## config.mk

```make
export PLATFORM = sky130hd
export DESIGN_NAME = lv_wdg_top
export DESIGN_NICKNAME = d
export VERILOG_FILES = /design/src/lv_pkg.sv /design/src/lv_crc8.sv /design/src/lv_reg_access_ctrl.sv /design/src/lv_wdg_ctrl.sv /design/src/lv_wdg_top.sv
export SDC_FILE = /design/constraint.sdc
export NUM_CORES = 1
export LEC_CHECK = 0
export BUFFER_PORTS_ARGS = -buffer_cell sky130_fd_sc_hd__buf_2
export CELL_PAD_IN_SITES_DETAIL_PLACEMENT = 1
export CELL_PAD_IN_SITES_GLOBAL_PLACEMENT = 1
export CORE_MARGIN = 2
export CORE_UTILIZATION = 40
export CTS_BUF_LIST = sky130_fd_sc_hd__clkbuf_4 sky130_fd_sc_hd__clkbuf_8
export CTS_CLUSTER_SIZE = 40
export DETAILED_ROUTE_END_ITERATION = 8
export GPL_TIMING_DRIVEN = 0
export PLACE_DENSITY_LB_ADDON = 0.1
export SLEW_MARGIN = 30
export SYNTH_ARGS = -nofsm -noshare
export SYNTH_HDL_FRONTEND = slang
export SYNTH_HIERARCHICAL = 1
export SYNTH_SLANG_ARGS = --single-unit
```

## constraint.sdc

```tcl
create_clock -name i_clk -period 2.4 [get_ports i_clk]
set_input_delay 0 -clock i_clk [delete_from_list [all_inputs] [get_ports i_clk]]
set_output_delay 0 -clock i_clk [all_outputs]
set_load 0.1 [all_outputs]
```

## src/lv_pkg.sv

```systemverilog
/*
 * lv watchdog shared definitions
 * widths, threshold tables, scan list and the structs passed between blocks
 */
`default_nettype none

package lv_pkg;

    // ==============================
    // widths
    // ==============================
    localparam int REG_AW    = 7;
    localparam int REG_DW    = 8;
    localparam int REG_CRC_W = 8;
    localparam int REG_NUM   = 128;
    localparam int WDG_CNT_W = 16;

    // ==============================
    // scan list
    // ==============================
    localparam int LV_SCAN_REG_NUM = 6;
    localparam int SCAN_PTR_W      = $clog2(LV_SCAN_REG_NUM);

    // entry 0 is read first
    localparam logic [LV_SCAN_REG_NUM-1:0][REG_AW-1:0] SCAN_REG_ADDR =
        {7'h30, 7'h0B, 7'h09, 7'h03, 7'h02, 7'h01};

    // ==============================
    // threshold tables
    // ==============================
    // idle cycles between two scan reads
    localparam logic [3:0][WDG_CNT_W-1:0] WDG_SCANREG_TH = {16'd64, 16'd32, 16'd16, 16'd8};
    // idle cycles between two refresh frames
    localparam logic [3:0][WDG_CNT_W-1:0] WDG_REFRESH_TH = {16'd160, 16'd80, 16'd40, 16'd20};
    // response window of the owt receiver
    localparam logic [3:0][WDG_CNT_W-1:0] WDG_TIMEOUT_TH = {16'd80, 16'd40, 16'd20, 16'd10};

    // crc-8, x^8 + x^2 + x + 1
    localparam logic [REG_CRC_W-1:0] CRC_POLY = 8'h07;
    localparam logic [REG_CRC_W-1:0] CRC_INIT = 8'h00;

    // ==============================
    // structs
    // ==============================
    typedef struct packed {
        logic [1:0] tmo;
        logic [1:0] refresh;
        logic [1:0] crc;
    } wdg_cfg_t;

    // single-cycle host write strobe
    typedef struct packed {
        logic                 en;
        logic [REG_AW-1:0]    addr;
        logic [REG_DW-1:0]    data;
        logic [REG_CRC_W-1:0] crc;
    } reg_wr_t;

    typedef struct packed {
        logic                 ack;
        logic [REG_DW-1:0]    data;
        logic [REG_CRC_W-1:0] crc;
    } rac_rsp_t;

endpackage

`default_nettype wire

```

## src/lv_crc8.sv

```systemverilog
/*
 * lv crc-8 compressor
 * combinational crc over the tagged 16-bit address/data word, msb first
 */
`timescale 1ns/1ps
`default_nettype none

module lv_crc8 (
    input  wire logic [15:0]                   i_data,
    output logic      [lv_pkg::REG_CRC_W-1:0]  o_crc
);

    logic [lv_pkg::REG_CRC_W-1:0] crc;

    // one shift per input bit, the loop unrolls into a xor tree
    always_comb begin
        logic fb;
        crc = lv_pkg::CRC_INIT;
        for (int i = 15; i >= 0; i--) begin
            fb  = crc[lv_pkg::REG_CRC_W-1] ^ i_data[i];
            crc = {crc[lv_pkg::REG_CRC_W-2:0], 1'b0};
            if (fb) begin
                crc = crc ^ lv_pkg::CRC_POLY;
            end
        end
    end

    assign o_crc = crc;

endmodule

`default_nettype wire

```

## src/lv_reg_access_ctrl.sv

```systemverilog
/*
 * lv register access controller
 * register bank with one stored crc per address, host write and watchdog read
 */
`timescale 1ns/1ps
`default_nettype none

module lv_reg_access_ctrl (
    input  wire logic                         i_clk,
    input  wire logic                         i_rst_n,
    input  wire lv_pkg::reg_wr_t              i_wr,
    input  wire logic                         i_rd_req,
    input  wire logic [lv_pkg::REG_AW-1:0]    i_rd_addr,
    output lv_pkg::rac_rsp_t                  o_rsp
);

    // ==============================
    // register bank
    // ==============================
    logic [lv_pkg::REG_DW-1:0]    mem_data [lv_pkg::REG_NUM];
    logic [lv_pkg::REG_CRC_W-1:0] mem_crc  [lv_pkg::REG_NUM];

    // read channel state
    logic rd_req_q;
    logic rd_new;

    // crc is stored as sent by the host
    always_ff @(posedge i_clk or negedge i_rst_n) begin
        if (!i_rst_n) begin
            for (int i = 0; i < lv_pkg::REG_NUM; i++) begin
                mem_data[i] <= '0;
                mem_crc[i]  <= '0;
            end
        end else if (i_wr.en) begin
            mem_data[i_wr.addr] <= i_wr.data;
            mem_crc[i_wr.addr]  <= i_wr.crc;
        end
    end

    // ==============================
    // read response
    // ==============================
    always_ff @(posedge i_clk or negedge i_rst_n) begin
        if (!i_rst_n) begin
            rd_req_q <= 1'b0;
        end else begin
            rd_req_q <= i_rd_req;
        end
    end

    // only the first cycle of a request level is answered
    assign rd_new = i_rd_req & ~rd_req_q;

    always_ff @(posedge i_clk or negedge i_rst_n) begin
        if (!i_rst_n) begin
            o_rsp.ack <= 1'b0;
        end else begin
            o_rsp.ack <= rd_new;
        end
    end

    always_ff @(posedge i_clk or negedge i_rst_n) begin
        if (!i_rst_n) begin
            o_rsp.data <= '0;
            o_rsp.crc  <= '0;
        end else if (rd_new) begin
            o_rsp.data <= mem_data[i_rd_addr];
            o_rsp.crc  <= mem_crc[i_rd_addr];
        end
    end

    // ==============================
    // assertions
    // ==============================
    // no ack without a request the cycle before
    ack_after_req_a: assert property (
        @(posedge i_clk) disable iff (!i_rst_n)
        $rose(o_rsp.ack) |-> $past(i_rd_req)
    );

endmodule

`default_nettype wire

```

## src/lv_wdg_ctrl.sv

```systemverilog
/*
 * lv watchdog controller
 * scans the configuration registers against their crc and supervises the owt link
 */
`timescale 1ns/1ps
`default_nettype none

module lv_wdg_ctrl (
    input  wire logic                          i_clk,
    input  wire logic                          i_rst_n,
    input  wire lv_pkg::wdg_cfg_t              i_cfg,

    input  wire logic                          i_wdg_scan_en,
    output logic                               o_rd_req,
    output logic      [lv_pkg::REG_AW-1:0]     o_rd_addr,
    input  wire lv_pkg::rac_rsp_t              i_rsp,
    output logic                               o_scan_crc_err,

    input  wire logic                          i_bist_scan_req,
    output logic                               o_bist_ack,
    output logic                               o_bist_err,

    input  wire logic                          i_wdg_owt_en,
    output logic                               o_owt_adc_req,
    input  wire logic                          i_owt_adc_ack,
    input  wire logic                          i_spi_rst_wdg,

    input  wire logic                          i_fsm_owt_tx_req,
    input  wire logic                          i_bist_owt_tx_req,

    input  wire logic                          i_owt_rx_rsp,
    output logic                               o_owt_rx_tmo,
    output logic                               o_wdg_timeout_err
);

    // scan side
    logic [lv_pkg::WDG_CNT_W-1:0]   scan_cnt;
    logic                           scan_hit;
    logic [lv_pkg::SCAN_PTR_W-1:0]  scan_ptr;
    logic                           bist_scan_req_q;
    logic                           bist_launch;
    logic                           rd_launch;
    logic [15:0]                    crc_in;
    logic [lv_pkg::REG_CRC_W-1:0]   crc_calc;

    // owt side
    logic [lv_pkg::WDG_CNT_W-1:0]   refresh_cnt;
    logic                           refresh_hit;
    logic [lv_pkg::WDG_CNT_W-1:0]   tmo_cnt;
    logic                           tmo_hit;
    logic                           fsm_tx_req_q;
    logic                           bist_tx_req_q;
    logic                           owt_launch;
    logic                           adc_req_q;
    logic                           in_flight;

    // ==============================
    // register scan
    // ==============================
    assign scan_hit = (scan_cnt == lv_pkg::WDG_SCANREG_TH[i_cfg.crc] - lv_pkg::WDG_CNT_W'(1));

    always_ff @(posedge i_clk or negedge i_rst_n) begin
        if (!i_rst_n) begin
            bist_scan_req_q <= 1'b0;
        end else begin
            bist_scan_req_q <= i_bist_scan_req;
        end
    end

    assign bist_launch = i_bist_scan_req & ~bist_scan_req_q;
    assign rd_launch   = scan_hit | bist_launch;

    // period counter holds while a read is outstanding
    always_ff @(posedge i_clk or negedge i_rst_n) begin
        if (!i_rst_n) begin
            scan_cnt <= '0;
        end else if (!i_wdg_scan_en || o_rd_req || i_rsp.ack || scan_hit) begin
            scan_cnt <= '0;
        end else begin
            scan_cnt <= scan_cnt + 1'b1;
        end
    end

    always_ff @(posedge i_clk or negedge i_rst_n) begin
        if (!i_rst_n) begin
            scan_ptr  <= '0;
            o_rd_addr <= '0;
        end else if (rd_launch) begin
            o_rd_addr <= lv_pkg::SCAN_REG_ADDR[scan_ptr];
            if (scan_ptr == lv_pkg::SCAN_PTR_W'(lv_pkg::LV_SCAN_REG_NUM - 1)) begin
                scan_ptr <= '0;
            end else begin
                scan_ptr <= scan_ptr + 1'b1;
            end
        end
    end

    // request level, dropped on the ack
    always_ff @(posedge i_clk or negedge i_rst_n) begin
        if (!i_rst_n) begin
            o_rd_req <= 1'b0;
        end else if (!i_wdg_scan_en && !i_bist_scan_req) begin
            o_rd_req <= 1'b0;
        end else if (i_rsp.ack) begin
            o_rd_req <= 1'b0;
        end else if (rd_launch) begin
            o_rd_req <= 1'b1;
        end
    end

    // address is still held from the launch
    assign crc_in = {1'b1, o_rd_addr, i_rsp.data};

    lv_crc8 crc_i (
        .i_data (crc_in),
        .o_crc  (crc_calc)
    );

    always_ff @(posedge i_clk or negedge i_rst_n) begin
        if (!i_rst_n) begin
            o_scan_crc_err <= 1'b0;
            o_bist_ack     <= 1'b0;
        end else begin
            o_scan_crc_err <= i_rsp.ack & (i_rsp.crc != crc_calc);
            o_bist_ack     <= i_rsp.ack;
        end
    end

    assign o_bist_err = o_scan_crc_err;

    // ==============================
    // owt refresh
    // ==============================
    assign refresh_hit =
        (refresh_cnt == lv_pkg::WDG_REFRESH_TH[i_cfg.refresh] - lv_pkg::WDG_CNT_W'(1));

    always_ff @(posedge i_clk or negedge i_rst_n) begin
        if (!i_rst_n) begin
            fsm_tx_req_q  <= 1'b0;
            bist_tx_req_q <= 1'b0;
            adc_req_q     <= 1'b0;
        end else begin
            fsm_tx_req_q  <= i_fsm_owt_tx_req;
            bist_tx_req_q <= i_bist_owt_tx_req;
            adc_req_q     <= o_owt_adc_req;
        end
    end

    assign owt_launch = (i_fsm_owt_tx_req & ~fsm_tx_req_q) |
                        (i_bist_owt_tx_req & ~bist_tx_req_q);

    always_ff @(posedge i_clk or negedge i_rst_n) begin
        if (!i_rst_n) begin
            refresh_cnt <= '0;
        end else if (!i_wdg_owt_en || o_owt_adc_req || i_owt_adc_ack || i_spi_rst_wdg) begin
            refresh_cnt <= '0;
        end else if (refresh_hit) begin
            refresh_cnt <= '0;
        end else begin
            refresh_cnt <= refresh_cnt + 1'b1;
        end
    end

    always_ff @(posedge i_clk or negedge i_rst_n) begin
        if (!i_rst_n) begin
            o_owt_adc_req <= 1'b0;
        end else if (!i_wdg_owt_en || i_owt_adc_ack) begin
            o_owt_adc_req <= 1'b0;
        end else if (refresh_hit || owt_launch) begin
            o_owt_adc_req <= 1'b1;
        end
    end

    // ==============================
    // response timeout
    // ==============================
    assign tmo_hit = (tmo_cnt == lv_pkg::WDG_TIMEOUT_TH[i_cfg.tmo] - lv_pkg::WDG_CNT_W'(1));

    // armed by a new frame request or an spi kick
    always_ff @(posedge i_clk or negedge i_rst_n) begin
        if (!i_rst_n) begin
            in_flight <= 1'b0;
        end else if (!i_wdg_owt_en || tmo_hit) begin
            in_flight <= 1'b0;
        end else if ((o_owt_adc_req && !adc_req_q) || i_spi_rst_wdg) begin
            in_flight <= 1'b1;
        end else if (i_owt_rx_rsp) begin
            in_flight <= 1'b0;
        end
    end

    always_ff @(posedge i_clk or negedge i_rst_n) begin
        if (!i_rst_n) begin
            tmo_cnt <= '0;
        end else if (!in_flight || i_owt_rx_rsp || i_spi_rst_wdg || tmo_hit) begin
            tmo_cnt <= '0;
        end else begin
            tmo_cnt <= tmo_cnt + 1'b1;
        end
    end

    assign o_owt_rx_tmo = tmo_hit;

    // sticky until the receiver answers
    always_ff @(posedge i_clk or negedge i_rst_n) begin
        if (!i_rst_n) begin
            o_wdg_timeout_err <= 1'b0;
        end else if (i_owt_rx_rsp) begin
            o_wdg_timeout_err <= 1'b0;
        end else if (tmo_hit) begin
            o_wdg_timeout_err <= 1'b1;
        end
    end

    // ==============================
    // assertions
    // ==============================
    rd_req_off_a: assert property (
        @(posedge i_clk) disable iff (!i_rst_n)
        (!i_wdg_scan_en && !i_bist_scan_req) |=> !o_rd_req
    );

    adc_req_off_a: assert property (
        @(posedge i_clk) disable iff (!i_rst_n)
        !i_wdg_owt_en |=> !o_owt_adc_req
    );

endmodule

`default_nettype wire

```

## src/lv_wdg_top.sv

```systemverilog
/*
 * lv watchdog top
 * register access controller and watchdog controller on one read channel
 */
`timescale 1ns/1ps
`default_nettype none

module lv_wdg_top (
    input  wire logic                          i_clk,
    input  wire logic                          i_rst_n,
    input  wire lv_pkg::reg_wr_t               i_wr,
    input  wire lv_pkg::wdg_cfg_t              i_cfg,

    input  wire logic                          i_wdg_scan_en,
    input  wire logic                          i_bist_scan_req,
    output logic      [lv_pkg::REG_AW-1:0]     o_scan_addr,
    output logic                               o_scan_crc_err,
    output logic                               o_bist_ack,
    output logic                               o_bist_err,

    input  wire logic                          i_wdg_owt_en,
    output logic                               o_owt_adc_req,
    input  wire logic                          i_owt_adc_ack,
    input  wire logic                          i_spi_rst_wdg,
    input  wire logic                          i_fsm_owt_tx_req,
    input  wire logic                          i_bist_owt_tx_req,
    input  wire logic                          i_owt_rx_rsp,
    output logic                               o_owt_rx_tmo,
    output logic                               o_wdg_timeout_err
);

    // read channel
    logic             rd_req;
    lv_pkg::rac_rsp_t rd_rsp;

    lv_reg_access_ctrl rac_i (
        .i_clk      (i_clk),
        .i_rst_n    (i_rst_n),
        .i_wr       (i_wr),
        .i_rd_req   (rd_req),
        .i_rd_addr  (o_scan_addr),
        .o_rsp      (rd_rsp)
    );

    // read address doubles as scan status
    lv_wdg_ctrl wdg_i (
        .i_clk             (i_clk),
        .i_rst_n           (i_rst_n),
        .i_cfg             (i_cfg),
        .i_wdg_scan_en     (i_wdg_scan_en),
        .o_rd_req          (rd_req),
        .o_rd_addr         (o_scan_addr),
        .i_rsp             (rd_rsp),
        .o_scan_crc_err    (o_scan_crc_err),
        .i_bist_scan_req   (i_bist_scan_req),
        .o_bist_ack        (o_bist_ack),
        .o_bist_err        (o_bist_err),
        .i_wdg_owt_en      (i_wdg_owt_en),
        .o_owt_adc_req     (o_owt_adc_req),
        .i_owt_adc_ack     (i_owt_adc_ack),
        .i_spi_rst_wdg     (i_spi_rst_wdg),
        .i_fsm_owt_tx_req  (i_fsm_owt_tx_req),
        .i_bist_owt_tx_req (i_bist_owt_tx_req),
        .i_owt_rx_rsp      (i_owt_rx_rsp),
        .o_owt_rx_tmo      (o_owt_rx_tmo),
        .o_wdg_timeout_err (o_wdg_timeout_err)
    );

endmodule

`default_nettype wire

```

==> run_results.csv <==
group,metric,value,unit
outcome,status,"finished with violations",
outcome,violations,"negative setup slack",
timing,fmax,351.8,MHz
logic_synthesis,yosysWarnings,6,
clock_network,cts_tree,"built",
routing,drt-total-wl,402600,um
floorplan,rows,182,
power,p_int,77.13,mW
placed_design,place_ws,-2350,ps
timing,worst_pin_slew,1248,ps
timing,slew_viol_final,0,
global_route,grt_pass1_vias,69960,
clock_network,cts_sinks,2131,
power,combPwrFrac,35.0,%
clock_network,htreeDepth,5,
timing,finalCriticalPeriod,2843,ps
floorplan,die_height,501.9,um
routing,num_vias,65840,
timing,layout_setup_ws,-442.8,ps
setup_path,endpoint_kind,"flop",
power,switchingPower,42.69,mW
final_layout,layout-drive-gt1-share,49.96,%
clock_network,numCtsBuffers,395,
routing,ant_nets,0,
global_route,grt_usage,31.91,%
logic_synthesis,synth-edff-count,0,
floorplan,die_w,501.9,um
routing,wl_met1,169700,um
routing,met2_length,187400,um
routing,dr_wl_met3,26000,um
timing,hold_viol_final,0,
clock_network,cts_buffer_depth,4,
run,cap_viol_max_count,0,
setup_path,critPathTopFamily,"buffers and inverters",
routing,wl_per_cell,36.21,um
logic_synthesis,synth_cell_type_count,87,
floorplan,core_area,0.2462,mm2
placed_design,hpwl,284600,um
placed_design,io_buffers,30,
final_layout,nets,7563,
setup_path,required,3350,ps
clock_network,clk_pin_slew,60,ps
final_layout,n_fill_cell,24050,
final_layout,final_cell_mix,"2122 x dfrtp_1, 2015 x mux2_2, 520 x clkbuf_8, 420 x mux2i_1, 312 x mux4_2",
floorplan,num_io_pins,53,
logic_synthesis,synth_seq_area_share,53.79,%
global_route,grt_first_pass_wirelength,559100,um
power,power_frac_seq,34.1,%
routing,route.detailed.drc,0,
power,peakVddDrop,0.5490,mV
final_layout,final_common_cell,"dfrtp_1",
logic_synthesis,synth_area,0.09915,mm2
power,power_frac_clock,30.9,%
logic_synthesis,synth_top_area_cell,"dfrtp_1",
floorplan,die_area,0.2519,mm2
worst_hold_path,hold_path.class,"in2async",
timing,min_period_over_period,118.4,%
clock_network,cts_root_buf,"clkbuf_8",
placed_design,gp_routability_congestion,1.026,
setup_path,arrival,3800,ps
setup_path,crit_path_max_fanout,7,
placed_design,dpl_cell_area,0.1046,mm2
routing,dr.pass1.iters,6,
setup_path,slowest_stage,"dfrtp_4",
global_route,grt-ovfl-total,0,
setup_path,cpMostUsedCell,"buf_16",
power,swShare,35.63,%
final_layout,design_area,0.1188,mm2
floorplan,initial_utilization,40.28,%
timing,setup_viol,132,
logic_synthesis,avgSynthCellArea,14.63,um2
final_layout,area_delta_synth_final,19.86,%
timing,clock_skew,73.28,ps
setup_path,start_kind,"flop",
routing,highest-signal-layer,"met5",
clock_network,insertion_delay,1110,ps
logic_synthesis,ys_ff_latch,2131,
logic_synthesis,yosys-top-cells-area,"dfrtp_1 54%, mux2_2 23%, mux4_2 7.1%, mux2i_1 4.6%, clkbuf_1 1.2%",
logic_synthesis,syn-instance-count,6776,
logic_synthesis,async_reset_ff_share,100.0,%
logic_synthesis,synth_top_area_share,53.79,%
logic_synthesis,synthFlopType,"dfrtp_1",
setup_path,crit_buf_inv,6,
routing,vias_per_cell,5.922,
global_route,grt_max_degree,119,
timing,rsz0062_at_grt,"true",
setup_path,critPathMaxStageDelay,530,ps
setup_path,crit_path_cell_trace,"buf_12 -> buf_12 -> buf_16 -> buf_16 -> buf_16 -> buf_4 -> mux4_2 -> a21oi_1 -> a211oi_2 -> a31oi_4 -> o31ai_1",
global_route,antenna_found_initial,57,
setup_path,critPathKind,"reg2reg",
power,leakagePower,56.74,nW
timing,maxSlewHeadroom,14.64,%
routing,initialDrtViolationCount,5531,
power,power.density,1008,mW/mm2
## cell type report
cell class | count | area (um2) | area share, %
diodes | 22 | 55.05 | 0.04633
plain buffers | 605 | 4852 | 4.083
clock buffers | 627 | 7885 | 6.635
clock inverters | 49 | 357.8 | 0.3011
inverters | 23 | 90.09 | 0.07581
multi-input cells | 4016 | 44010 | 37.04
flip-flops and latches | 2131 | 53350 | 44.89
well taps | 3312 | 4144 | 3.487
repair buffers | 334 | 4088 | 3.440
## metal layers
layer | GRT usage, % | up-vias
li1 | - | 26530
met4 | 14.43 | 12
met5 | 0 | -
met3 | 6.153 | 803
met2 | 50.43 | 2348
met1 | 42.54 | 36150
## power groups by stage
stage	combinational (mW)	sequential (mW)	clock [mW]
5_1_grt	42.6	41.2	39.3
2_1_floorplan	18.3	40.9	0
3_3_place_gp	31.8	41.4	0
6_report	41.9	40.9	37.0
3_5_place_dp	32.8	41.4	0
4_1_cts	39.5	40.8	37.8
## cells in the mapped netlist (8+ instances only)
cell type,number
o22ai_1,74
buf_6,51
clkbuf_1,319
dfrtp_1,2131
or3_1,15
mux2i_1,451
a21oi_1,58
buf_2,169
xor2_1,40
o32ai_1,20
o41ai_1,11
ha_1,17
mux4_2,312
nand4_1,18
or4_1,9
a311oi_1,8
nor2_2,37
o21ai_0,41
nand2b_1,14
mux2_2,2023
nor4_1,19
a32oi_1,8
a211oi_1,49
and3_1,11
nor2_1,97
mux2_1,70
buf_1,10
o21ai_1,11
o211ai_1,12
nand3_1,30
nor3_1,64
nand2_1,193
xnor2_1,39
a221oi_1,23
nor2b_1,19
inv_1,22
o221ai_1,16
buf_4,47
a22oi_1,65
and2_1,25
## worst min-delay path, cell delays in order
cell and delay, ps:
buf_12 100, buf_16 110, buf_16 100, buf_16 100, buf_16 100, buf_16 110
buf_16 100, buf_16 100, buf_16 110, buf_16 120, buf_16 150, buf_16 370
## per-stage QoR
stage / TNS (ps) / total power, mW / utilization (%) / hold slack [ps] / instances
final: -9477 / 119.8 / 48.27 / 33.80 / 11120
after global routing: -6134 / 123.1 / 48.26 / 58.44 / 11110
after CTS: -13160 / 118.1 / 47.89 / 2.799 / 11050
after detailed placement: -1183240 / 74.23 / 42.48 / 109.0 / 10160
after global placement: - / 73.23 / 42.09 / 119.0 / 10120
after floorplan: -356.6 / 59.19 / - / -295.6 / 6782
## cells by family (layout without fill, tap and decap cells)
kind of cell	after synthesis	count (layout)	share of synthesized area [%]
xor+xnor	85	85	0.8279
buf+inv	635	1638	3.363
other cells	2	30	0.007575
flops	2131	2131	53.79
fa+ha+maj	17	17	0.2145
compound gates	460	460	3.343
simple gates	590	590	3.046
mux	2856	2856	35.41
## sequential cells by signal, indices dropped and copies added, names as in the netlist, 3 cells and up
name	cells
rac_i/mem_crc	1024
rac_i/mem_data	1024
rac_i/o_rsp	17
wdg_i/o_rd_addr	4
wdg_i/refresh_cnt	16
wdg_i/scan_cnt	16
wdg_i/scan_ptr	3
wdg_i/tmo_cnt	16
## worst paths after layout
| kind | slack [ps] | from | to | depth (start not counted) |
|---|---|---|---|---|
| worst max-delay path | -440 | wdg_i/o_rd_addr[1] | rac_i/o_rsp[6] | 11 |
| worst min-delay path | 30 | i_rst_n | rac_i/mem_crc[455] | 12 |
| worst max register to register | -440 | wdg_i/o_rd_addr[1] | rac_i/o_rsp[6] | 11 |
| worst min register to register | 440 | wdg_i/o_owt_adc_req | wdg_i/adc_req_q | 0 |
| max in group asynchronous | 260 | i_rst_n | rac_i/mem_crc[938] | 17 |
| min in group i_clk | 100 | i_wr[1] | rac_i/mem_crc[41] | 3 |
## repair_timing
item	4_1_cts	5_1_grt
buffers inserted	128	48
endpoints found under the setup margin	336	341
cloned	12	2
pin swaps	74	67
gates resized for setup	503	114
hold endpoints to repair	2246	6
hold buffers	85	1
Note: power is estimated with default switching activity, not from simulation.
